### config.mk
export PLATFORM = sky130hd
export DESIGN_NAME = core_exe_top
export DESIGN_NICKNAME = d
export VERILOG_FILES = /design/src/design/core_pkg.sv /design/src/design/core_byp_if.sv /design/src/design/core_stage_reg.sv /design/src/design/core_fwd_unit.sv /design/src/design/core_alu.sv /design/src/design/core_exe_s.sv /design/src/design/core_exe_top.sv
export VERILOG_INCLUDE_DIRS = /design/src /design/src/design
export SDC_FILE = /design/constraint.sdc
export NUM_CORES = 1
export LEC_CHECK = 0
export ABC_CLOCK_PERIOD_IN_PS = 7950
export BUFFER_PORTS_ARGS = -buffer_cell sky130_fd_sc_hd__buf_2
export CELL_PAD_IN_SITES_DETAIL_PLACEMENT = 1
export CELL_PAD_IN_SITES_GLOBAL_PLACEMENT = 1
export CORE_UTILIZATION = 40
export CTS_BUF_LIST = sky130_fd_sc_hd__clkbuf_4 sky130_fd_sc_hd__clkbuf_8 sky130_fd_sc_hd__clkbuf_16
export DETAILED_ROUTE_END_ITERATION = 8
export PLACE_DENSITY = 0.76
export REMOVE_ABC_BUFFERS = 1
export SLEW_MARGIN = 20
export SYNTH_ARGS = -nofsm -noshare
export SYNTH_HDL_FRONTEND = slang
export SYNTH_SLANG_ARGS = --single-unit
### constraint.sdc
create_clock -name clk -period 7.95 [get_ports clk]
set_input_delay 0.3975 -clock clk [delete_from_list [all_inputs] [get_ports clk]]
set_output_delay 0.3975 -clock clk [all_outputs]
set_load 0.05 [all_outputs]
### src/design/core_defs.svh
// execute slice widths, operand mux bit positions and forwarding codes
`ifndef CORE_DEFS_SVH
`define CORE_DEFS_SVH

// ------------------------------------------------------------
// datapath widths
// ------------------------------------------------------------
`define XLEN 32
`define REG_W 5
`define L1D_SIZE_W 3

// enum encodings
`define ALU_OP_W 4
`define BRNCH_CND_W 3

// ------------------------------------------------------------
// operand select bus
// ------------------------------------------------------------
`define MUX_W 4
// operand a takes the immediate
`define MUX_SRC1_IMM 0
// operand b takes the pc
`define MUX_SRC2_PC 1
// address base is the pc instead of src1
`define MUX_ADDR_PC 2
// result comes from memory in the later stages
`define MUX_ALU_MEM 3

// forwarding select codes
`define FWD_W 2
`define FWD_RF 2'd0
`define FWD_MEM 2'd1
`define FWD_WB 2'd2

`endif

### src/design/core_pkg.sv
// execute slice types for alu ops, branch conditions, forwarding and stage payloads
`include "core_defs.svh"

package core_pkg;

	// ------------------------------------------------------------
	// operation encodings
	// ------------------------------------------------------------
	typedef enum logic [`ALU_OP_W-1:0] {
		alu_add    = 4'd0,
		alu_sub    = 4'd1,
		alu_sll    = 4'd2,
		alu_slt    = 4'd3,
		alu_sltu   = 4'd4,
		alu_xor    = 4'd5,
		alu_srl    = 4'd6,
		alu_sra    = 4'd7,
		alu_or     = 4'd8,
		alu_and    = 4'd9,
		alu_pass_b = 4'd10
	} alu_op_e;

	// none means never taken
	typedef enum logic [`BRNCH_CND_W-1:0] {
		cnd_none = 3'd0,
		cnd_eq   = 3'd1,
		cnd_ne   = 3'd2,
		cnd_lt   = 3'd3,
		cnd_ge   = 3'd4,
		cnd_ltu  = 3'd5,
		cnd_geu  = 3'd6
	} brnch_cnd_e;

	// operand source after bypass
	typedef enum logic [`FWD_W-1:0] {
		fwd_rf  = `FWD_RF,
		fwd_mem = `FWD_MEM,
		fwd_wb  = `FWD_WB
	} fwd_sel_e;

	// ------------------------------------------------------------
	// stage payloads
	// ------------------------------------------------------------
	typedef struct packed {
		logic                   valid;
		logic                   we;
		logic [`REG_W-1:0]      rd;
		logic [`REG_W-1:0]      rs1;
		logic [`REG_W-1:0]      rs2;
		alu_op_e                alu_op;
		brnch_cnd_e             brnch_cnd;
		logic [`MUX_W-1:0]      mux;
		logic                   l1d_val;
		logic [`L1D_SIZE_W-1:0] l1d_size;
		logic [`XLEN-1:0]       src1;
		logic [`XLEN-1:0]       src2;
		logic [`XLEN-1:0]       pc;
		logic [`XLEN-1:0]       imm;
	} id_ex_t;

	// all zero is a bubble
	typedef struct packed {
		logic                   valid;
		logic                   we;
		logic [`REG_W-1:0]      rd;
		logic                   alu_mem;
		logic                   brnch_taken;
		logic [`XLEN-1:0]       alu_result;
		logic [`XLEN-1:0]       addr;
		logic [`XLEN-1:0]       wdata;
		logic                   l1d_val;
		logic [`L1D_SIZE_W-1:0] l1d_size;
	} ex_mem_t;

endpackage

### src/design/core_byp_if.sv
// operand bypass bundle between the forwarding unit and the execute station
`timescale 1ns/1ns
`include "core_defs.svh"

interface core_byp_if;

	// per-operand source select
	core_pkg::fwd_sel_e sel1;
	core_pkg::fwd_sel_e sel2;

	// candidate bypass values
	// memory stage result
	logic [`XLEN-1:0] m_data;
	// writeback stage result
	logic [`XLEN-1:0] w_data;

	// forwarding unit side
	modport fwd (
		output sel1,
		output sel2,
		output m_data,
		output w_data
	);

	// execute station side
	modport exe (
		input sel1,
		input sel2,
		input m_data,
		input w_data
	);

endinterface

### src/design/core_stage_reg.sv
// pipeline stage register with hold, bubble insertion and async clear
`timescale 1ns/1ns

module core_stage_reg #(
	parameter type payload_t = logic
) (
	input  logic     clk,
	input  logic     rst_n,
	// advance the stage
	input  logic     enb,
	// replace incoming entry with a bubble
	input  logic     kill,
	input  payload_t d,
	output payload_t q
);

	// ------------------------------------------------------------
	// stage state
	// ------------------------------------------------------------
	// zero payload doubles as the bubble
	always_ff @(posedge clk or negedge rst_n) begin
		if (!rst_n) begin
			q <= '0;
		end else if (enb) begin
			if (kill) begin
				q <= '0;
			end else begin
				q <= d;
			end
		end
		// enb low holds
	end

endmodule

### src/design/core_fwd_unit.sv
// forwarding unit selecting memory, writeback or register file operands
`timescale 1ns/1ns
`include "core_defs.svh"

module core_fwd_unit (
	// sources of the instruction in execute
	input  logic [`REG_W-1:0] rs1,
	input  logic [`REG_W-1:0] rs2,
	// older instruction sitting in ex/mem
	input  core_pkg::ex_mem_t m_entry,
	// writeback port
	input  logic              w_we,
	input  logic [`REG_W-1:0] w_rd,
	input  logic [`XLEN-1:0]  w_data,
	core_byp_if.fwd           byp
);

	logic m_hit_ok;
	logic w_hit_ok;

	// ------------------------------------------------------------
	// producer qualification
	// ------------------------------------------------------------
	// x0 never forwards
	assign m_hit_ok = m_entry.valid && m_entry.we && (m_entry.rd != '0);
	assign w_hit_ok = w_we && (w_rd != '0);

	// memory stage wins over writeback
	function automatic core_pkg::fwd_sel_e pick_src(
		input logic [`REG_W-1:0] rs,
		input logic              m_ok,
		input logic [`REG_W-1:0] m_rd,
		input logic              w_ok,
		input logic [`REG_W-1:0] wb_rd
	);
		if (m_ok && (m_rd == rs)) begin
			return core_pkg::fwd_mem;
		end else if (w_ok && (wb_rd == rs)) begin
			return core_pkg::fwd_wb;
		end
		return core_pkg::fwd_rf;
	endfunction

	assign byp.sel1 = pick_src(rs1, m_hit_ok, m_entry.rd, w_hit_ok, w_rd);
	assign byp.sel2 = pick_src(rs2, m_hit_ok, m_entry.rd, w_hit_ok, w_rd);

	// bypass data
	// registered alu result of ex/mem
	assign byp.m_data = m_entry.alu_result;
	assign byp.w_data = w_data;

endmodule

### src/design/core_alu.sv
// integer alu with branch condition compare
`timescale 1ns/1ns
`include "core_defs.svh"

module core_alu (
	input  logic [`XLEN-1:0]   src1,
	input  logic [`XLEN-1:0]   src2,
	input  core_pkg::alu_op_e  alu_op,
	input  core_pkg::brnch_cnd_e brnch_cnd,
	output logic [`XLEN-1:0]   alu_result,
	output logic               brnch_taken
);

	logic [4:0] shamt;
	logic       lt_s;
	logic       lt_u;
	logic       eq;

	// only the low bits shift
	assign shamt = src2[4:0];

	// shared compare results
	assign lt_s = $signed(src1) < $signed(src2);
	assign lt_u = src1 < src2;
	assign eq   = src1 == src2;

	// ------------------------------------------------------------
	// arithmetic and logic
	// ------------------------------------------------------------
	always_comb begin
		case (alu_op)
			core_pkg::alu_add:    alu_result = src1 + src2;
			core_pkg::alu_sub:    alu_result = src1 - src2;
			core_pkg::alu_sll:    alu_result = src1 << shamt;
			core_pkg::alu_slt:    alu_result = {{(`XLEN-1){1'b0}}, lt_s};
			core_pkg::alu_sltu:   alu_result = {{(`XLEN-1){1'b0}}, lt_u};
			core_pkg::alu_xor:    alu_result = src1 ^ src2;
			core_pkg::alu_srl:    alu_result = src1 >> shamt;
			// arithmetic shift keeps the sign
			core_pkg::alu_sra:    alu_result = $signed(src1) >>> shamt;
			core_pkg::alu_or:     alu_result = src1 | src2;
			core_pkg::alu_and:    alu_result = src1 & src2;
			// lui style move of operand b
			core_pkg::alu_pass_b: alu_result = src2;
			default:              alu_result = '0;
		endcase
	end

	// ------------------------------------------------------------
	// branch condition
	// ------------------------------------------------------------
	always_comb begin
		case (brnch_cnd)
			core_pkg::cnd_eq:  brnch_taken = eq;
			core_pkg::cnd_ne:  brnch_taken = !eq;
			core_pkg::cnd_lt:  brnch_taken = lt_s;
			core_pkg::cnd_ge:  brnch_taken = !lt_s;
			core_pkg::cnd_ltu: brnch_taken = lt_u;
			core_pkg::cnd_geu: brnch_taken = !lt_u;
			// none and unused codes
			default:           brnch_taken = 1'b0;
		endcase
	end

endmodule

### src/design/core_exe_s.sv
// execute station with bypass muxes, alu, address adder and ex/mem assembly
`timescale 1ns/1ns
`include "core_defs.svh"

module core_exe_s (
	// registered id/ex entry
	input  core_pkg::id_ex_t  id,
	core_byp_if.exe           byp,
	// next ex/mem entry
	output core_pkg::ex_mem_t ex
);

	logic [`XLEN-1:0] fwd_src1;
	logic [`XLEN-1:0] fwd_src2;
	logic [`XLEN-1:0] op_a;
	logic [`XLEN-1:0] op_b;
	logic [`XLEN-1:0] addr_base;
	logic [`XLEN-1:0] addr;
	logic [`XLEN-1:0] alu_result;
	logic             brnch_taken;

	// ------------------------------------------------------------
	// operand bypass
	// ------------------------------------------------------------
	function automatic logic [`XLEN-1:0] byp_mux(
		input core_pkg::fwd_sel_e sel,
		input logic [`XLEN-1:0]   rf_val,
		input logic [`XLEN-1:0]   m_val,
		input logic [`XLEN-1:0]   w_val
	);
		case (sel)
			core_pkg::fwd_mem: return m_val;
			core_pkg::fwd_wb:  return w_val;
			default:           return rf_val;
		endcase
	endfunction

	// each source uses its own select
	assign fwd_src1 = byp_mux(byp.sel1, id.src1, byp.m_data, byp.w_data);
	assign fwd_src2 = byp_mux(byp.sel2, id.src2, byp.m_data, byp.w_data);

	// immediate or pc operands
	assign op_a = id.mux[`MUX_SRC1_IMM] ? id.imm : fwd_src1;
	assign op_b = id.mux[`MUX_SRC2_PC] ? id.pc : fwd_src2;

	core_alu u_alu (
		.src1        (op_a),
		.src2        (op_b),
		.alu_op      (id.alu_op),
		.brnch_cnd   (id.brnch_cnd),
		.alu_result  (alu_result),
		.brnch_taken (brnch_taken)
	);

	// ------------------------------------------------------------
	// load/store and jump target
	// ------------------------------------------------------------
	// pc relative or register relative
	assign addr_base = id.mux[`MUX_ADDR_PC] ? id.pc : fwd_src1;
	assign addr      = id.imm + addr_base;

	// ------------------------------------------------------------
	// ex/mem payload
	// ------------------------------------------------------------
	always_comb begin
		ex             = '0;
		ex.valid       = id.valid;
		ex.we          = id.we;
		ex.rd          = id.rd;
		ex.alu_mem     = id.mux[`MUX_ALU_MEM];
		ex.brnch_taken = brnch_taken;
		ex.alu_result  = alu_result;
		ex.addr        = addr;
		// store data follows the bypassed rs2
		ex.wdata       = fwd_src2;
		ex.l1d_val     = id.l1d_val;
		ex.l1d_size    = id.l1d_size;
	end

endmodule

### src/design/core_exe_top.sv
// execute slice top with id/ex, execute station, forwarding and ex/mem
`timescale 1ns/1ns
`include "core_defs.svh"

module core_exe_top (
	input  logic                   clk,
	input  logic                   rst_n,
	input  logic                   enb,
	input  logic                   kill,
	// decoded instruction
	input  logic                   in_val,
	input  logic                   in_we,
	input  logic [`REG_W-1:0]      in_rd,
	input  logic [`REG_W-1:0]      in_rs1,
	input  logic [`REG_W-1:0]      in_rs2,
	input  logic [3:0]             in_alu_op,
	input  logic [2:0]             in_brnch_cnd,
	input  logic [`MUX_W-1:0]      in_mux,
	input  logic                   in_l1d_val,
	input  logic [`L1D_SIZE_W-1:0] in_l1d_size,
	input  logic [`XLEN-1:0]       in_src1,
	input  logic [`XLEN-1:0]       in_src2,
	input  logic [`XLEN-1:0]       in_pc,
	input  logic [`XLEN-1:0]       in_imm,
	// writeback stage
	input  logic                   w_we,
	input  logic [`REG_W-1:0]      w_rd,
	input  logic [`XLEN-1:0]       w_data,
	// ex/mem contents
	output logic                   out_val,
	output logic                   out_we,
	output logic [`REG_W-1:0]      out_rd,
	output logic                   out_alu_mem,
	output logic                   out_brnch_taken,
	output logic [`XLEN-1:0]       out_alu_result,
	output logic [`XLEN-1:0]       out_addr,
	output logic [`XLEN-1:0]       out_wdata,
	output logic                   out_l1d_val,
	output logic [`L1D_SIZE_W-1:0] out_l1d_size
);

	core_pkg::id_ex_t  id_d;
	core_pkg::id_ex_t  id_q;
	core_pkg::ex_mem_t ex_d;
	core_pkg::ex_mem_t ex_q;

	// ------------------------------------------------------------
	// id/ex input packing
	// ------------------------------------------------------------
	assign id_d.valid     = in_val;
	assign id_d.we        = in_we;
	assign id_d.rd        = in_rd;
	assign id_d.rs1       = in_rs1;
	assign id_d.rs2       = in_rs2;
	assign id_d.alu_op    = core_pkg::alu_op_e'(in_alu_op);
	assign id_d.brnch_cnd = core_pkg::brnch_cnd_e'(in_brnch_cnd);
	assign id_d.mux       = in_mux;
	assign id_d.l1d_val   = in_l1d_val;
	assign id_d.l1d_size  = in_l1d_size;
	assign id_d.src1      = in_src1;
	assign id_d.src2      = in_src2;
	assign id_d.pc        = in_pc;
	assign id_d.imm       = in_imm;

	// no squash at this stage
	core_stage_reg #(.payload_t(core_pkg::id_ex_t)) u_id_ex (
		.clk   (clk),
		.rst_n (rst_n),
		.enb   (enb),
		.kill  (1'b0),
		.d     (id_d),
		.q     (id_q)
	);

	core_byp_if u_byp ();

	// compares against the older ex/mem entry
	core_fwd_unit u_fwd (
		.rs1     (id_q.rs1),
		.rs2     (id_q.rs2),
		.m_entry (ex_q),
		.w_we    (w_we),
		.w_rd    (w_rd),
		.w_data  (w_data),
		.byp     (u_byp.fwd)
	);

	core_exe_s u_exe (
		.id  (id_q),
		.byp (u_byp.exe),
		.ex  (ex_d)
	);

	// kill turns the entering instruction into a bubble
	core_stage_reg #(.payload_t(core_pkg::ex_mem_t)) u_ex_mem (
		.clk   (clk),
		.rst_n (rst_n),
		.enb   (enb),
		.kill  (kill),
		.d     (ex_d),
		.q     (ex_q)
	);

	// ------------------------------------------------------------
	// output unpacking
	// ------------------------------------------------------------
	assign out_val         = ex_q.valid;
	assign out_we          = ex_q.we;
	assign out_rd          = ex_q.rd;
	assign out_alu_mem     = ex_q.alu_mem;
	assign out_brnch_taken = ex_q.brnch_taken;
	assign out_alu_result  = ex_q.alu_result;
	assign out_addr        = ex_q.addr;
	assign out_wdata       = ex_q.wdata;
	assign out_l1d_val     = ex_q.l1d_val;
	assign out_l1d_size    = ex_q.l1d_size;

endmodule

==> results.cfg <==
[die]
core_mm2 = 0.0566
num_io_pins = 311
die_h_um = 242
start_util_pct = 40.7
fp-row-count = 87
fp.dieW_um = 242
dieArea_mm2 = 0.0585

[finish]
drive_gt1_share_pct = 24.3
nets = 3171
fill_cells = 6672
register_area_mm2 = 0.00673
final_cell_area_mm2 = 0.0266
multi_input_area_mm2 = 0.0152
fin_util_pct = 47.0
syn_to_final_growth_pct = 15.5

[min_path]
hold_class = in -> reg
holdPathStages = 3

[global_route]
grt_pass1_vias = 24600
grt_pass1_wl_mm = 164
antenna_found_initial = 3
met3_usage_pct = 6.30
use_met2_pct = 56.9
grt_max_degree = 78
grt-busiest-layer = met2
grt-ovfl-total = 0
track_usage_pct = 37.0
use_met1_pct = 51.3

[sta]
fmax_mhz = 148
max_slew.worst_pin.slew_ps = 1050
fin_skew_ps = 31.2
drv_slew = 0
relSlewSlack_pct = 28.0
timing.final.crit_share_pct = 84.7
hold_violations = 0
finalSetupViolCount = 0
finalCriticalPeriod_ps = 6740
fin_hold_ws_ps = 29.0
rsz0062_at_grt = false
tns_ps = 0

[critical_path]
crit_path_cell_trace = or4_1 > o211ai_1 > or2_1 > buf_4 > a31oi_1 > mux2i_1 > buf_4 > inv_1 > ha_1 > nor3_1 > o31ai_1 > a31oi_1 > o21ai_0 > o31ai_1 > o21ai_0 > nand3_1 > a211oi_1 > buf_4 > mux2i_1 > a21oi_1 > a32o_1
critPathMaxStageDelay_ps = 600
cp_max_fo = 26
path_class = reg -> reg
critPathSlowestCell = or4_1
cp.arrival_ps = 7180
start_kind = flop
crit_top_cell = buf_4
rr_worst_depth = 21
end_kind = flop
worstPathRequired_ps = 8400

[route]
dr.pass1.iters = 5
via_per_inst = 6.64
routed_wl_mm = 111
drc = 0
wl_per_cell_um = 30.7
vias = 24000
ant_nets = 0
drt_iter0_drc = 2486

[pwr]
seqPwrFrac_pct = 25.9
comb_power_share_pct = 49.5
peakVddDrop_mv = 0.182
switchingPower_mw = 3.21
powerDensity_mw_per_mm2 = 258
finalPower_mw = 6.85
sw_frac_of_total_pct = 46.8
pwr-share-clk_pct = 24.6
internal_power_mw = 3.64
power.leakage_nw = 12.2

[clocking]
post_cts_buffers = 0
root_buffer = clkbuf_16
cts-buffers-inserted = 36
cts_sinks = 269
htreeDepth = 2
path_clk_slew_ps = 50
post_cts_resize_count = 0
clk_latency_ps = 590
ctsHoldBuffers = 1
cts_max_path_buffers = 3
cts_tree = built

[yosys]
synthArstFlopShare_pct = 100
synthTopCellsByCount = dfrtp_1, mux2i_1, mux2_2
synth-main-ff-cell = dfrtp_1
yosysWarnings = 0
yosysUniqueCellTypes = 85
yosysTopAreaCell = dfrtp_1
syn_area_mm2 = 0.0230
ys_seq_area_share_pct = 29.2
synth.most_common_cell = dfrtp_1
synth_top_area_share_pct = 29.2
netlist_instances = 2603
ys_ff_latch = 269
syn_avg_cell_area_um2 = 8.85
synth_edf_count = 0
synthTopCellsByArea = dfrtp_1, mux2_2, mux2i_1, ha_1, o21ai_0

[place]
place_congestion = 0.994
hpwl_mm = 83.8
placed_area_mm2 = 0.0254
place.port_buffers = 310

[job]
drv_cap = 0

[status]
status = finished, final reports clean
layout by cell type (no fill, tap or decap), types with 13 or more instances in the layout:
| master | n |
|---|---|
| dfrtp_1 | 268 |
| buf_4 | 73 |
| or3_1 | 15 |
| o211ai_1 | 35 |
| xnor2_1 | 43 |
| mux2i_1 | 208 |
| inv_1 | 110 |
| a31oi_1 | 48 |
| nor2_1 | 143 |
| nor4_1 | 13 |
| o21ai_0 | 180 |
| nor3_1 | 72 |
| nand2_1 | 202 |
| ha_1 | 128 |
| nand4_1 | 15 |
| nor2b_1 | 25 |
| xor2_1 | 15 |
| o2111ai_1 | 13 |
| o221ai_1 | 17 |
| nand2b_1 | 18 |
| o31ai_1 | 21 |
| clkbuf_16 | 36 |
| mux2_2 | 206 |
| a21o_1 | 32 |
| a221oi_1 | 27 |
| a21oi_1 | 138 |
| a211oi_1 | 25 |
| and3_1 | 14 |
| nand3_1 | 68 |
| a22oi_1 | 22 |
| a22o_1 | 59 |
| buf_2 | 308 |
kinds of logic (layout without fill, tap and decap cells):
kind of cell / Yosys count / count (layout) / synth area share [%]
mux: 419 / 419 / 19.6
flops: 269 / 269 / 29.2
simple gates: 653 / 653 / 13.6
buf+inv: 301 / 558 / 5.24
fa+ha+maj: 131 / 131 / 7.21
other cells: 0 / 2 / 0
compound gates: 772 / 772 / 22.9
xor+xnor: 58 / 58 / 2.21
flip-flops by register name, indices dropped and copies added, names as in the netlist:
name        count
u_id_ex.q     160
u_ex_mem.q    109
area by class of cell:
class,instances,area share [%]
diodes,2,0.0188
clock buffers,48,3.89
clock inverters,12,0.644
inverters,114,1.61
multi-input cells,2033,57.0
flip-flops and latches,269,25.3
well taps,756,3.56
repair buffers,384,8.00
power by group through the flow:
stage / sequential (mW) / clock, mW / combinational, mW
final: 1.77 / 1.68 / 3.39
after global routing: 1.78 / 1.75 / 3.56
after CTS: 1.76 / 1.70 / 3.29
after detailed placement: 1.78 / 0 / 3.27
after global placement: 1.77 / 0 / 3.20
after floorplan: 2.01 / 0 / 1.84
path summary, 6_finish.rpt:
path | start | slack (ps) | to
max | u_ex_mem.q[102] | 1210 | u_ex_mem.q[100]
max in group asynchronous | rst_n | 5290 | u_id_ex.q[109]
max reg2reg | u_ex_mem.q[102] | 1210 | u_ex_mem.q[100]
min in group asynchronous | rst_n | 440 | u_id_ex.q[156]
min | in_alu_op[2] | 30 | u_id_ex.q[141]
min reg2reg | u_ex_mem.q[4] | 490 | u_ex_mem.q[4]
worst max-delay path: cells and delay by family (launching register included):
kind / cells / cell delay (ps)
muxes: 2 / 340
and+or+nand+nor: 4 / 1360
AOI/OAI and AO/OA: 10 / 3130
buffers and inverters: 4 / 890
DFF: 1 / 450
adders and majority gates: 1 / 430
stage by stage:
| stage | worst slack, ps | cells |
|---|---|---|
| 2_1_floorplan | -1580 | 2416 |
| 3_3_place_gp | 1460 | 3555 |
| 3_5_place_dp | 1310 | 3555 |
| 4_1_cts | 1420 | 3616 |
| 5_1_grt | 976 | 3618 |
| 6_report | 1210 | 3618 |
per-layer routing:
metal	up-vias	part of all wire, %	routed length, um
li1	10200	-	-
met1	12300	43	47300
met2	1286	44	49300
met3	265	8.7	9680
met4	0	4.4	4840
met5	-	0	0
Note: power is estimated with default switching activity, not from simulation.
